<file path="config.mk">
export PLATFORM = sky130hd
export DESIGN_NAME = ncpu32k_div_unit
export DESIGN_NICKNAME = d
export VERILOG_FILES = /design/src/source/ncpu32k_div_pkg.sv /design/src/source/ncpu32k_div_unit.sv /design/src/source/ncpu32k_div_datapath.sv /design/src/source/ncpu32k_div_iter_counter.sv /design/src/source/ncpu32k_div_ctrl.sv /design/src/source/ncpu32k_cell_pipebuf.sv
export SDC_FILE = /design/constraint.sdc
export NUM_CORES = 1
export LEC_CHECK = 0
export BUFFER_PORTS_ARGS = -buffer_cell sky130_fd_sc_hd__buf_4
export CORE_UTILIZATION = 60
export CTS_CLUSTER_DIAMETER = 100
export DETAILED_ROUTE_END_ITERATION = 6
export GPL_TIMING_DRIVEN = 0
export PLACE_DENSITY_LB_ADDON = 0.05
export RECOVER_POWER = 100
export SETUP_SLACK_MARGIN = 0.3
export SKIP_LAST_GASP = 1
export SLEW_MARGIN = 20
export SYNTH_ARGS = -nofsm -noshare
export SYNTH_HDL_FRONTEND = slang
export SYNTH_SLANG_ARGS = --single-unit
</file>
<file path="constraint.sdc">
create_clock -name clk -period 7.5 [get_ports clk]
set_input_delay 0.75 -clock clk [delete_from_list [all_inputs] [get_ports clk]]
set_output_delay 0.75 -clock clk [all_outputs]
set_load 0.05 [all_outputs]
</file>
<file path="src/source/ncpu32k_div_pkg.sv">
// ----------------------------------------------------------------------
// Shared types of the integer divide unit.
// ----------------------------------------------------------------------

package ncpu32k_div_pkg;

   // Width of one operand and of one result.
   localparam int XLEN = 32;

   // Width of the operation code.
   localparam int OP_W = 2;

   // Width of the iteration counter. One count per quotient bit.
   localparam int ITER_W = $clog2(XLEN);

   // One operand or result word.
   typedef logic [XLEN-1:0] word_t;

   // Remaining division steps.
   typedef logic [ITER_W-1:0] iter_cnt_t;

   // Operations of the unit.
   // Bit 0 marks an unsigned operation and bit 1 selects the remainder.
   typedef enum logic [OP_W-1:0] {
      op_div  = 2'b00,
      op_divu = 2'b01,
      op_rem  = 2'b10,
      op_remu = 2'b11
   } div_op_t;

   // A packed request holds the operation on top, then the dividend,
   // then the divisor in the low word.
   localparam int REQ_W = OP_W + 2 * XLEN;

endpackage
</file>
<file path="src/source/ncpu32k_div_unit.sv">
`timescale 1ns/1ps

// ----------------------------------------------------------------------
// Integer divide unit with buffered request and result ports.
// ----------------------------------------------------------------------

module ncpu32k_div_unit #(
   parameter bit PIPEBUF_BYPASS = 1'b1
) (
   input  logic                     clk,
   input  logic                     reset,
   input  logic                     in_valid,
   output logic                     in_ready,
   input  ncpu32k_div_pkg::div_op_t op,
   input  ncpu32k_div_pkg::word_t   dividend,
   input  ncpu32k_div_pkg::word_t   divisor,
   output logic                     out_valid,
   input  logic                     out_ready,
   output ncpu32k_div_pkg::word_t   result,
   output logic                     retire
);
   import ncpu32k_div_pkg::*;

   // Request path.
   logic [REQ_W-1:0] req_din;
   logic [REQ_W-1:0] req_dout;
   logic             req_valid;
   logic             req_pop;
   div_op_t          req_op;
   word_t            req_dividend;
   word_t            req_divisor;

   // Sequencing.
   logic last;
   logic load;
   logic step;
   logic fix;

   // Result path.
   logic  res_valid;
   logic  res_ready;
   word_t res_word;

   // Operation on top, divisor at the bottom.
   assign req_din = {op, dividend, divisor};

   assign req_op       = div_op_t'(req_dout[REQ_W-1 -: OP_W]);
   assign req_dividend = req_dout[2*XLEN-1 -: XLEN];
   assign req_divisor  = req_dout[XLEN-1:0];

   // Holds the next request while the datapath is busy.
   ncpu32k_cell_pipebuf #(
      .DW            (REQ_W),
      .ENABLE_BYPASS (PIPEBUF_BYPASS)
   ) i_in_buf (
      .clk       (clk),
      .reset     (reset),
      .din       (req_din),
      .dout      (req_dout),
      .in_valid  (in_valid),
      .in_ready  (in_ready),
      .out_valid (req_valid),
      .out_ready (req_pop),
      .cas       ()
   );

   ncpu32k_div_ctrl i_ctrl (
      .clk       (clk),
      .reset     (reset),
      .req_valid (req_valid),
      .req_pop   (req_pop),
      .last      (last),
      .load      (load),
      .step      (step),
      .fix       (fix),
      .res_valid (res_valid),
      .res_ready (res_ready)
   );

   ncpu32k_div_iter_counter i_iter_counter (
      .clk   (clk),
      .reset (reset),
      .load  (load),
      .step  (step),
      .last  (last)
   );

   ncpu32k_div_datapath i_datapath (
      .clk      (clk),
      .reset    (reset),
      .load     (load),
      .step     (step),
      .fix      (fix),
      .op       (req_op),
      .dividend (req_dividend),
      .divisor  (req_divisor),
      .result   (res_word)
   );

   // Holds a finished result until the consumer takes it.
   // Its push marks the result as retired.
   ncpu32k_cell_pipebuf #(
      .DW            (XLEN),
      .ENABLE_BYPASS (PIPEBUF_BYPASS)
   ) i_out_buf (
      .clk       (clk),
      .reset     (reset),
      .din       (res_word),
      .dout      (result),
      .in_valid  (res_valid),
      .in_ready  (res_ready),
      .out_valid (out_valid),
      .out_ready (out_ready),
      .cas       (retire)
   );

endmodule

</file>
<file path="src/source/ncpu32k_div_datapath.sv">
`timescale 1ns/1ps

// ----------------------------------------------------------------------
// Restoring shift-subtract divider datapath.
// ----------------------------------------------------------------------

module ncpu32k_div_datapath (
   input  logic                     clk,
   input  logic                     reset,
   input  logic                     load,
   input  logic                     step,
   input  logic                     fix,
   input  ncpu32k_div_pkg::div_op_t op,
   input  ncpu32k_div_pkg::word_t   dividend,
   input  ncpu32k_div_pkg::word_t   divisor,
   output ncpu32k_div_pkg::word_t   result
);
   import ncpu32k_div_pkg::*;

   // Operand conditioning.
   logic  is_signed;
   logic  dividend_neg;
   logic  divisor_neg;
   word_t dividend_abs;
   word_t divisor_abs;

   // Iteration state.
   word_t quo_q;
   word_t rem_q;
   word_t dsr_q;
   word_t dividend_q;

   // Fix-up flags captured with the operands.
   div_op_t op_q;
   logic    quo_neg_q;
   logic    rem_neg_q;
   logic    div_zero_q;

   // One step of the division.
   logic [XLEN:0] shifted;
   logic [XLEN:0] diff;
   logic          fits;

   // Final selection.
   word_t quo_fixed;
   word_t rem_fixed;
   word_t res_nxt;
   word_t result_q;

   // -------------------------------------------------------------------
   // Operand conditioning
   // -------------------------------------------------------------------

   assign is_signed    = (op == op_div) || (op == op_rem);
   assign dividend_neg = is_signed & dividend[XLEN-1];
   assign divisor_neg  = is_signed & divisor[XLEN-1];

   // The most negative number stays 0x80000000 here, which is its
   // correct magnitude when read as unsigned.
   assign dividend_abs = dividend_neg ? -dividend : dividend;
   assign divisor_abs  = divisor_neg ? -divisor : divisor;

   always_ff @(posedge clk) begin
      if (reset) begin
         op_q       <= op_divu;
         quo_neg_q  <= 1'b0;
         rem_neg_q  <= 1'b0;
         div_zero_q <= 1'b0;
      end else if (load) begin
         op_q       <= op;
         quo_neg_q  <= dividend_neg ^ divisor_neg;
         // The remainder follows the sign of the dividend.
         rem_neg_q  <= dividend_neg;
         div_zero_q <= (divisor == '0);
      end
   end

   // -------------------------------------------------------------------
   // Shift-subtract step
   // -------------------------------------------------------------------

   // The next dividend bit enters the partial remainder from the top of
   // the quotient register, and the new quotient bit enters at the bottom.
   assign shifted = {rem_q, quo_q[XLEN-1]};
   assign diff    = shifted - {1'b0, dsr_q};
   assign fits    = (shifted >= {1'b0, dsr_q});

   always_ff @(posedge clk) begin
      if (load) begin
         quo_q      <= dividend_abs;
         rem_q      <= '0;
         dsr_q      <= divisor_abs;
         dividend_q <= dividend;
      end else if (step) begin
         rem_q <= fits ? diff[XLEN-1:0] : shifted[XLEN-1:0];
         quo_q <= {quo_q[XLEN-2:0], fits};
      end
   end

   // -------------------------------------------------------------------
   // Sign and zero fix-up
   // -------------------------------------------------------------------

   // Negating the magnitudes truncates the quotient toward zero.
   assign quo_fixed = quo_neg_q ? -quo_q : quo_q;
   assign rem_fixed = rem_neg_q ? -rem_q : rem_q;

   always_comb begin
      case (op_q)
         op_div, op_divu: res_nxt = div_zero_q ? '1 : quo_fixed;
         default:         res_nxt = div_zero_q ? dividend_q : rem_fixed;
      endcase
   end

   always_ff @(posedge clk) begin
      if (fix) begin
         result_q <= res_nxt;
      end
   end

   assign result = result_q;

endmodule

</file>
<file path="src/source/ncpu32k_div_iter_counter.sv">
`timescale 1ns/1ps

// ----------------------------------------------------------------------
// Step counter of the divide unit.
// ----------------------------------------------------------------------

module ncpu32k_div_iter_counter (
   input  logic clk,
   input  logic reset,
   input  logic load,
   input  logic step,
   output logic last
);
   import ncpu32k_div_pkg::*;

   iter_cnt_t count;

   // Set once the final step has been taken, cleared by the next load.
   logic spent;

   // The count starts at one less than the number of steps, so it
   // reaches zero during the last one.
   always_ff @(posedge clk) begin
      if (reset) begin
         count <= '0;
         spent <= 1'b1;
      end else if (load) begin
         count <= iter_cnt_t'(XLEN - 1);
         spent <= 1'b0;
      end else if (step) begin
         if (count != '0) begin
            count <= count - 1'b1;
         end else begin
            spent <= 1'b1;
         end
      end
   end

   assign last = (count == '0);

   // A run of steps must stop once its last step is used up.
   a_no_extra_step : assert property (@(posedge clk) disable iff (reset)
      step |-> !spent);

endmodule

</file>
<file path="src/source/ncpu32k_div_ctrl.sv">
`timescale 1ns/1ps

// ----------------------------------------------------------------------
// Sequencer of the divide unit.
// ----------------------------------------------------------------------

module ncpu32k_div_ctrl (
   input  logic clk,
   input  logic reset,
   input  logic req_valid,
   output logic req_pop,
   input  logic last,
   output logic load,
   output logic step,
   output logic fix,
   output logic res_valid,
   input  logic res_ready
);
   import ncpu32k_div_pkg::*;

   // Idle waits for a request, iterate runs the shift-subtract steps,
   // finish applies the signs and done offers the result downstream.
   typedef enum logic [1:0] {
      st_idle,
      st_iterate,
      st_finish,
      st_done
   } state_t;

   state_t state;
   state_t state_nxt;

   always_comb begin
      state_nxt = state;
      case (state)
         st_idle: begin
            if (req_valid) begin
               state_nxt = st_iterate;
            end
         end
         st_iterate: begin
            // The step flagged by last is the final quotient bit.
            if (last) begin
               state_nxt = st_finish;
            end
         end
         st_finish: begin
            state_nxt = st_done;
         end
         st_done: begin
            if (res_ready) begin
               state_nxt = st_idle;
            end
         end
         default: begin
            state_nxt = st_idle;
         end
      endcase
   end

   always_ff @(posedge clk) begin
      if (reset) begin
         state <= st_idle;
      end else begin
         state <= state_nxt;
      end
   end

   // The request leaves the input buffer in the cycle its operands load.
   assign req_pop = (state == st_idle) & req_valid;
   assign load    = req_pop;

   assign step      = (state == st_iterate);
   assign fix       = (state == st_finish);
   assign res_valid = (state == st_done);

   // Each load is followed by exactly one step per quotient bit and then
   // a single fix. This checks the counter against the sequencer.
   a_step_run : assert property (@(posedge clk) disable iff (reset)
      load |=> step [*XLEN] ##1 (fix && !step));

endmodule

</file>
<file path="src/source/ncpu32k_cell_pipebuf.sv">
`timescale 1ns/1ps

// ----------------------------------------------------------------------
// One-slot pipe buffer with a valid/ready handshake on both sides.
// ----------------------------------------------------------------------

module ncpu32k_cell_pipebuf #(
   parameter int DW            = 1,
   parameter bit ENABLE_BYPASS = 1'b1
) (
   input  logic          clk,
   input  logic          reset,
   input  logic [DW-1:0] din,
   output logic [DW-1:0] dout,
   input  logic          in_valid,
   output logic          in_ready,
   output logic          out_valid,
   input  logic          out_ready,
   output logic          cas
);

   logic push;
   logic pop;

   // A transfer on either side happens when valid meets ready.
   assign push = in_valid & in_ready;
   assign pop  = out_valid & out_ready;

   // The slot is full after a push and empty after a pop alone.
   // Push and pop on the same edge leave it full with the new word.
   always_ff @(posedge clk) begin
      if (reset) begin
         out_valid <= 1'b0;
      end else if (push | pop) begin
         out_valid <= push;
      end
   end

   // The data word only moves on a push.
   always_ff @(posedge clk) begin
      if (push) begin
         dout <= din;
      end
   end

   // With bypass the slot takes a new word in the cycle it is emptied.
   if (ENABLE_BYPASS) begin : g_bypass
      assign in_ready = ~out_valid | pop;
   end else begin : g_no_bypass
      assign in_ready = ~out_valid;
   end

   assign cas = push;

   // A sender must hold its valid and its word until the slot takes it.
   a_din_stable : assert property (@(posedge clk) disable iff (reset)
      (in_valid && !in_ready) |=> (in_valid && $stable(din)));

endmodule

</file>
==> Yosys cells after proc, flatten, opt, wreduce, memory -nomap -nowiden <==
Cells that the tools add are included.
{ "word_totals": {"mem_bits_rw": 0, "memories": 0, "wordCells": 73, "regBits": 272, "mem_bits_ro": 0, "in_bits": 70, "latchBits": 0} }
{ "classes": {"n_div": 0, "n_bitwise": 14, "shifts": 0, "add_sub_neg": 6, "n_mul": 0, "n_eq_ne": 8, "muxes": 17, "n_reduce_logical": 12, "magnitude_cmp": 1} }
{ "op_table": {"columns": ["cell", "n"], "rows": [
  ["two-way mux 32 bit", 10],
  ["negation 32 bit", 4],
  ["greater-or-equal comparator 33 x 32 -> 1 bit", 1],
  ["zero test 32 bit", 1],
  ["subtractor 32 bit", 1],
  ["two-way mux 5 bit", 3],
  ["case mux 2 bit (4 select lines)", 1],
  ["bitwise AND 1 bit", 7],
  ["== test 2 bit, second input constant", 3],
  ["zero test 2 bit", 3],
  ["two-way mux 2 bit", 3],
  ["zero test 5 bit", 1],
  ["nonzero test 5 bit", 1],
  ["subtractor 5 x 1 -> 5 bit, second input constant", 1],
  ["== test 2 x 1 -> 1 bit, second input constant", 2],
  ["inequality test 2 bit, second input constant", 2],
  ["bitwise OR 1 bit", 4],
  ["nonzero test 2 bit", 2],
  ["AND reduction 3 bit", 1],
  ["inequality test 2 x 1 -> 1 bit, second input constant", 1],
  ["NOT 1 bit", 2],
  ["AND reduction 2 bit", 1],
  ["OR reduction 2 bit", 1],
  ["logical OR 1 bit", 1],
  ["bitwise XOR 1 bit", 1]
]} }

==> Depth between registers and ports, before layout <==
Gate-level depths: netlist of run 1.
{ "depth": {"depth_word": 6, "mapped_depth": 13, "ltp_nobuf": 13} }

==> By module <==
From an unflattened synthesis of run 1, not the netlist that was laid out.
{ "unflattened": {"cells_unflattened": 1302, "hier_area_um2": 14131.1} }
{ "modules_own_cells": {"columns": ["module", "cells_per_inst", "area_per_inst_um2", "instances"], "rows": [
  ["ncpu32k_div_datapath", 1145, 10618.9, 1],
  ["ncpu32k_cell_pipebuf (i_in_buf)", 71, 2037.0, 1],
  ["ncpu32k_cell_pipebuf (i_out_buf)", 37, 1016.0, 1],
  ["ncpu32k_div_iter_counter", 27, 265.3, 1],
  ["ncpu32k_div_ctrl", 22, 193.9, 1]
]} }

==> Worst setup path before layout of run 1 <==
OpenSTA, ideal clock, no wires.
{ "synth_path": {"kind": "input to output", "from": "input port out_ready", "to": "output port retire", "n_path_buf": 0, "path_slack_ns": 3.846, "cell_stages": 2, "arrival_ns": 2.904, "required_ns": 6.750, "cell_sequence": "nor2b_1 -> nor2b_1"} }
{ "synth_between": {"elab_chain_cells": 3} }
{ "synth_lines": {"columns": ["item", "line", "rtl"], "rows": [
  ["from (decl)", "ncpu32k_div_unit.sv:18", "input logic out_ready,"],
  ["bitwise AND 1 bit", "ncpu32k_cell_pipebuf.sv:27", "assign pop = out_valid & out_ready;"],
  ["bitwise OR 1 bit", "ncpu32k_cell_pipebuf.sv:48", "assign in_ready = ~out_valid | pop;"],
  ["bitwise AND 1 bit", "ncpu32k_cell_pipebuf.sv:26", "assign push = in_valid & in_ready;"],
  ["to (decl)", "ncpu32k_div_unit.sv:20", "output logic retire"]
]} }
Every way passes these cells.

==> Final worst setup path of run 1 <==
{ "layout_path": {"from": "register i_ctrl.state[0]", "to": "register i_datapath.rem_q[30]"} }
{ "layout_between": {"elab_chain_cells": 2, "word_cells_on_any_way": 3, "cone_classes": "eq/ne (1); bitwise (1); reduce/logical (1)"} }
{ "layout_lines": {"columns": ["item", "line", "rtl"], "rows": [
  ["from (decl)", "ncpu32k_div_ctrl.sv:30", "state_t state;"],
  ["from (signal assigned)", "ncpu32k_div_ctrl.sv:63", "state <= st_idle;"],
  ["from (signal assigned)", "ncpu32k_div_ctrl.sv:65", "state <= state_nxt;"],
  ["zero test 2 bit", "ncpu32k_div_ctrl.sv:70", "assign req_pop = (state == st_idle) & req_valid;"],
  ["bitwise AND 1 bit", "ncpu32k_div_ctrl.sv:70", null],
  ["via i_ctrl.load", "ncpu32k_div_ctrl.sv:13", "output logic load,"],
  ["to (signal assigned)", "ncpu32k_div_datapath.sv:95", "rem_q <= fits ? diff[XLEN-1:0] : shifted[XLEN-1:0];"],
  ["to (decl)", "ncpu32k_div_datapath.sv:29", "word_t rem_q;"]
]} }
The timed path passes the listed nets, and every way through them passes these cells.
A chain may end at the register's enable or synchronous reset.

==> flow_summary.ini, run 1 <==
[outcome]
outcome = finished, violations left
violations = capacitance limit, slew limit

[floorplanning]
rows = 55
core-area_mm2 = 0.0227
die_x_um = 154
fp.dieH_um = 154
ios = 105
die-area_mm2 = 0.0239
initial_core_util_pct = 61.4

[finish]
fin_util_pct = 69.6
diodes = 0
fill_cells = 1758
layout_commonest_cell = edfxtp_1
nets = 1536
area_growth_pct = 13.4
drive_gt1_share_pct = 8.45
final-seq-area_mm2 = 0.00769
multi_input_area_mm2 = 0.00574
layout_common_cells = edfxtp_1, nand2_1, o21ai_0

[place]
place_congestion = 0.928
hpwl_mm = 24.1
io_buffers = 104

[synth]
syn_area_mm2 = 0.0139
yosysTopAreaCell = edfxtp_1
syn-instance-count = 1283
ys_types = 60
synth_enable_flop_cells = 226
yosys-top-cells-area = edfxtp_1, dfxtp_1, xnor2_1, xor2_1, o21ai_0
ys_warn_count = 0
synth_top_flop_cell = edfxtp_1
ys_seq_elements = 271
syn_avg_cell_area_um2 = 10.9
async_reset_ff_share_pct = 0
synthDominantCellAreaShare_pct = 48.7
syn_nets = 1397
synth-seq-area-share_pct = 55.1

[clocking]
cts_tree = yes
clock_latency_ns = 0.55
clk_pin_slew_ns = 0.06
cts_sinks = 271
clock_path_buffers = 3
hold_buffers = 0
cts_buffers = 29
cts_setup_buffers = 0
cts-root-buf = clkbuf_16
htreeDepth = 1
cts-resized-gates = 0

[route]
drtAntennaViolNets = 0
dr.first_iter.drc_count = 916
drt-vias-per-instance = 6.04
vias = 10438
drt_wl_total_mm = 33.1
drc = 0
wl_per_cell_um = 19.1
drt-pass1-iter-count = 5

[timing]
max_freq_mhz = 198
slew_headroom_pct = -86.8
grt_setup_unrepaired = no
fin_crit_sh_pct = 67.4
final-setup-viol-count = 0
skew_ns = 0.0135
finalSetupTns_ns = 0
hold_viol_final = 0
maxSlewViolCount = 175
tightest_slew_ns = 2.80
hold-worst-slack_ns = 0.400
min_period_ns = 5.05

[critical_path]
arrival_ns = 5.46
cp.required_ns = 7.91
cp_max_fo = 48
crit_path_end_kind = register
cp_slowest_cell = clkbuf_1
r2r_cells = 10
crit_type = reg2reg
cp_common_cell = clkbuf_1
start_kind = register
max_stage_delay_ns = 2.07
cp_cell_sequence = inv_1 > ha_1 > nand2_1 > clkbuf_1 > inv_1 > clkbuf_1 > clkbuf_1 > nor3b_1 > a41oi_1 > o21ai_0

[grt]
antenna_found_initial = 0
overflow = 0
grt_pass1_vias = 10050
grt_usage_pct = 28.1
grt_pass1_wl_mm = 52.5
grt_max_degree = 49

[worst_hold_path]
hp-class = in2reg
holdPathStages = 1

[pwr]
power_per_cell_area_mw_per_mm2 = 392
switching_share_pct = 38.5
p_sw_w = 0.00239
clkPwrFrac_pct = 21.8
p_seq_share_pct = 41.1
max-vdd-ir-drop_v = 0.000228
p_leak_nw = 5.82
p_comb_share_pct = 37.1
p_int_w = 0.00381

[flow_run]
maxCapViolCount = 5
## power by group through the flow
stage               logic (W)  clock network [W]  registers [W]
floorplan             0.00167                  0        0.00249
global placement      0.00222                  0        0.00256
detailed placement    0.00230                  0        0.00255
CTS                   0.00232            0.00137        0.00253
global route          0.00255            0.00142        0.00259
finish                0.00230            0.00135        0.00255
## worst paths after layout
check / startpoint / end / slack [ns]
setup / recovery: i_ctrl.state[0] / i_datapath.rem_q[30] / 2.45
hold / removal: divisor[9] / i_in_buf.dout[9] / 0.40
setup reg to reg: i_ctrl.state[0] / i_datapath.rem_q[30] / 2.45
hold reg to reg: i_datapath.result[0] / i_out_buf.dout[0] / 0.41
## synth_stat cells (all sizes together) (14+ instances only)
master / count
a21oi: 89
or4: 14
nor2: 61
inv: 69
o21ai: 114
o31ai: 24
ha: 43
nand2: 139
xor2: 73
o22a: 23
a31oi: 24
o41ai: 15
xnor2: 79
edfxtp: 226
clkbuf: 49
nor3: 20
a21o: 21
dfxtp: 45
## layout make-up
cell class / count / area share, %
Multi-Input combinational cell: 887 / 36.3
Sequential cell: 271 / 48.6
Clock inverter: 20 / 0.965
Inverter: 69 / 1.64
Clock buffer: 32 / 4.66
Timing Repair Buffer: 108 / 4.18
Buffer: 56 / 1.35
Tap cell: 285 / 2.26
## per-layer routing
metal  vias up  global-route usage (%)  wire length (µm)
met2       366                    44.7             15400
met1      5020                    40.7             14800
li1       4989                       -                 -
met5         -                       0                 0
met3        63                    3.70              2120
met4         0                    7.78               808
## per-stage QoR
step | cell area (µm²) | std cells | worst slack, ns | total power [W]
after floorplan | 13900 | 1283 | 3.85 | 0.00416
after global placement | 15100 | 1672 | 2.60 | 0.00479
after detailed placement | 15200 | 1676 | 3.82 | 0.00485
after CTS | 16100 | 1728 | 3.78 | 0.00622
after global routing | 15800 | 1728 | 1.98 | 0.00657
final | 15800 | 1728 | 2.45 | 0.00620
## cells by family after synthesis
logic type      count (synthesis)  synth area share, %
mux                             4                0.287
flops                         271                 55.1
xor+xnor                      152                 9.55
simple gates                  324                 11.1
fa+ha+maj                      44                 4.00
compound gates                363                 16.5
buf+inv                       125                 3.40
## critical path: cells and delay by family (launching register included)
kind / cells / cell delay (ns)
compound gates: 2 / 0.42
fa+ha+maj: 1 / 0.20
buf+inv: 5 / 3.69
simple gates: 2 / 0.24
flops: 1 / 0.35
## registers in the layout, indices dropped and copies added, names as in the netlist
signal and flops:
i_in_buf.out_valid 1, i_datapath.op_q 1, i_datapath.quo_neg_q 1, i_out_buf.dout 32
i_ctrl.state 2, i_datapath.div_zero_q 1, i_datapath.quo_q 32, i_datapath.dsr_q 32
i_datapath.dividend_q 32, i_out_buf.out_valid 1, i_in_buf.dout 66, i_datapath.rem_neg_q 1
i_datapath.rem_q 32, i_iter_counter.count 5, i_datapath.result 32
Power figures use the tool's default switching activity.
==> run 2, diff against run 1 <==
ABC_AREA = 1   (was not set)
CORE_UTILIZATION = 56   (was 60)
clock period = 4.4 ns   (was 7.5 ns; I/O delays follow)
==> flow_summary.ini, run 2 <==
[outcome]
outcome = finished, violations left
violations = capacitance limit, slew limit

[floorplanning]
ios = 105
die-area_mm2 = 0.0301
rows = 62
initial_core_util_pct = 57.2
die_x_um = 173
core-area_mm2 = 0.0288
fp.dieH_um = 173

[pwr]
max-vdd-ir-drop_v = 0.000359
p_leak_nw = 8.48
power_per_cell_area_mw_per_mm2 = 513

[place]
hpwl_mm = 38.3
io_buffers = 104
place_congestion = 1.00
placedInstanceArea_mm2 = 0.0179
pre_cts_ws_ns = 1.46

[timing]
maxSlewViolCount = 67
slew_headroom_pct = -32.4
final-setup-viol-count = 0
worst_slack_ns = 0.976
skew_ns = 0.0155
tightest_slew_ns = 1.99
fin_crit_sh_pct = 77.8
max_freq_mhz = 292
grt_setup_unrepaired = no
hold_viol_final = 0
min_period_ns = 3.42

[critical_path]
cp_max_fo = 32
cp.required_ns = 4.48
startpoint = i_ctrl.state[0]
r2r_setup_slack_ns = 0.98
timing.rr.start = i_ctrl.state[0]
start_kind = register
crit_type = reg2reg
crit_path_end_kind = register
arrival_ns = 3.50

[finish]
layout_commonest_cell = nand2_1
diodes = 0
largest_reg_flops = 66
regMostFlops = i_in_buf.dout
layout_common_cells = nand2_1, inv_1, edfxtp_1
nets = 2343
fill_cells = 2564
fin_util_pct = 64.2
area_growth_pct = 12.2
drive_gt1_share_pct = 9.06
fin_area_mm2 = 0.0185

[route]
drt-vias-per-instance = 5.53
drt_wl_total_mm = 48.2
met3WireLength_mm = 5.49
wl_per_cell_um = 18.3
drc = 0
drtAntennaViolNets = 0
vias = 14579
dr.first_iter.drc_count = 1689
routedLengthMet1_mm = 21.7
highest_layer = met5
wl_met2_mm = 20.0
drt-pass1-iter-count = 7

[synth]
syn_avg_cell_area_um2 = 7.88
syn_nets = 2203
async_reset_ff_share_pct = 0
ys_warn_count = 0
syn_area_mm2 = 0.0165
synth-seq-area-share_pct = 46.7
ys_types = 51
yosysMostFrequentCell = nand2_1
ys_top_cells_by_count = nand2_1, inv_1, edfxtp_1, nor2_1, nand3_1
synth_top_flop_cell = edfxtp_1
ys_seq_elements = 271
synthDominantCellAreaShare_pct = 41.2
yosys-top-cells-area = edfxtp_1, nand2_1, inv_1, dfxtp_1, nand3_1
syn-instance-count = 2089
synth_enable_flop_cells = 226
yosysTopAreaCell = edfxtp_1

[clocking]
clock_latency_ns = 0.57
cts-root-buf = clkbuf_16
cts-resized-gates = 0
clk_pin_slew_ns = 0.06
hold_buffers = 0
clock_path_buffers = 3
cts_tree = yes
cts_sinks = 271
cts_setup_buffers = 0
cts_buffers = 29
htreeDepth = 1

[grt]
overflow = 0
grt_max_degree = 40
grt_usage_pct = 32.3
grt_pass1_vias = 13420
antenna_found_initial = 1
grt_pass1_wl_mm = 74.9

[worst_hold_path]
min_from = dividend[11]
hp-class = in2reg

[flow_run]
maxCapViolCount = 2
run 2: cell count changes after synthesis, sizes merged, moves of 23 or more:
cell | previous run | this run
nand2 | 139 | 641
inv | 69 | 297
nand3 | 11 | 198
nor2 | 61 | 209
xnor2 | 79 | 27
xor2 | 73 | 40
a21oi | 89 | 63
nand4 | 7 | 31
o22a | 23 | 0
run 2: logic make-up (layout without fill, tap and decap cells):
family          count (synthesis)  after routing  synth area share [%]
flops                         271            271                  46.7
buf+inv                       355            518                  8.62
xor+xnor                       67             67                  3.57
compound gates                196            196                  6.56
simple gates                 1156           1156                  31.2
fa+ha+maj                      44             44                  3.39
run 2: layer usage:
metal,track usage (%),vias up
met1,48.9,6652
li1,-,7105
met2,47.8,750
met4,6.97,2
met5,0,-
met3,6.18,70
run 2: cell type report:
class	instances	area [µm²]	share of cell area, %
multi-input cells	1463	7280	39.4
well taps	384	480	2.60
inverters	300	1130	6.10
plain buffers	55	245	1.33
repair buffers	109	708	3.83
flip-flops and latches	271	7690	41.6
clock inverters	16	141	0.766
clock buffers	38	800	4.33
run 2: where the power goes:
group / leakage [nW] / switching (W) / total [W] / internal [W]
Sequential: 2.49 / 0.000427 / 0.00403 / 0.00360
Clock: 0.452 / 0.00103 / 0.00238 / 0.00135
Combinational: 5.54 / 0.00220 / 0.00306 / 0.000860
Total: 8.48 / 0.00365 / 0.00947 / 0.00582
run 2: worst max-delay path, cell delays in order (launching register included):
cell      delay (ns)
dfxtp_1         0.36
inv_1           0.11
ha_1            0.23
nand2_1         0.21
clkinv_1        0.26
nor2_1          0.55
clkbuf_1        0.45
inv_1           0.72
run 2: metrics by stage:
step	hold WS (ns)	setup TNS [ns]	power, W	instances
floorplan	0.400	0	0.00600	2089
global placement	0.401	-0.128	0.00701	2577
detailed placement	0.405	0	0.00712	2582
CTS	0.0246	0	0.00950	2636
global route	0.0515	0	0.00998	2636
finish	0.0670	0	0.00947	2636
run 2: path summary, 6_finish.rpt:
check                   endpoint  cells after the start
max          i_datapath.quo_q[6]                      7
min            i_in_buf.dout[43]                      1
max reg2reg  i_datapath.quo_q[6]                      7
min reg2reg   i_out_buf.dout[18]                      0
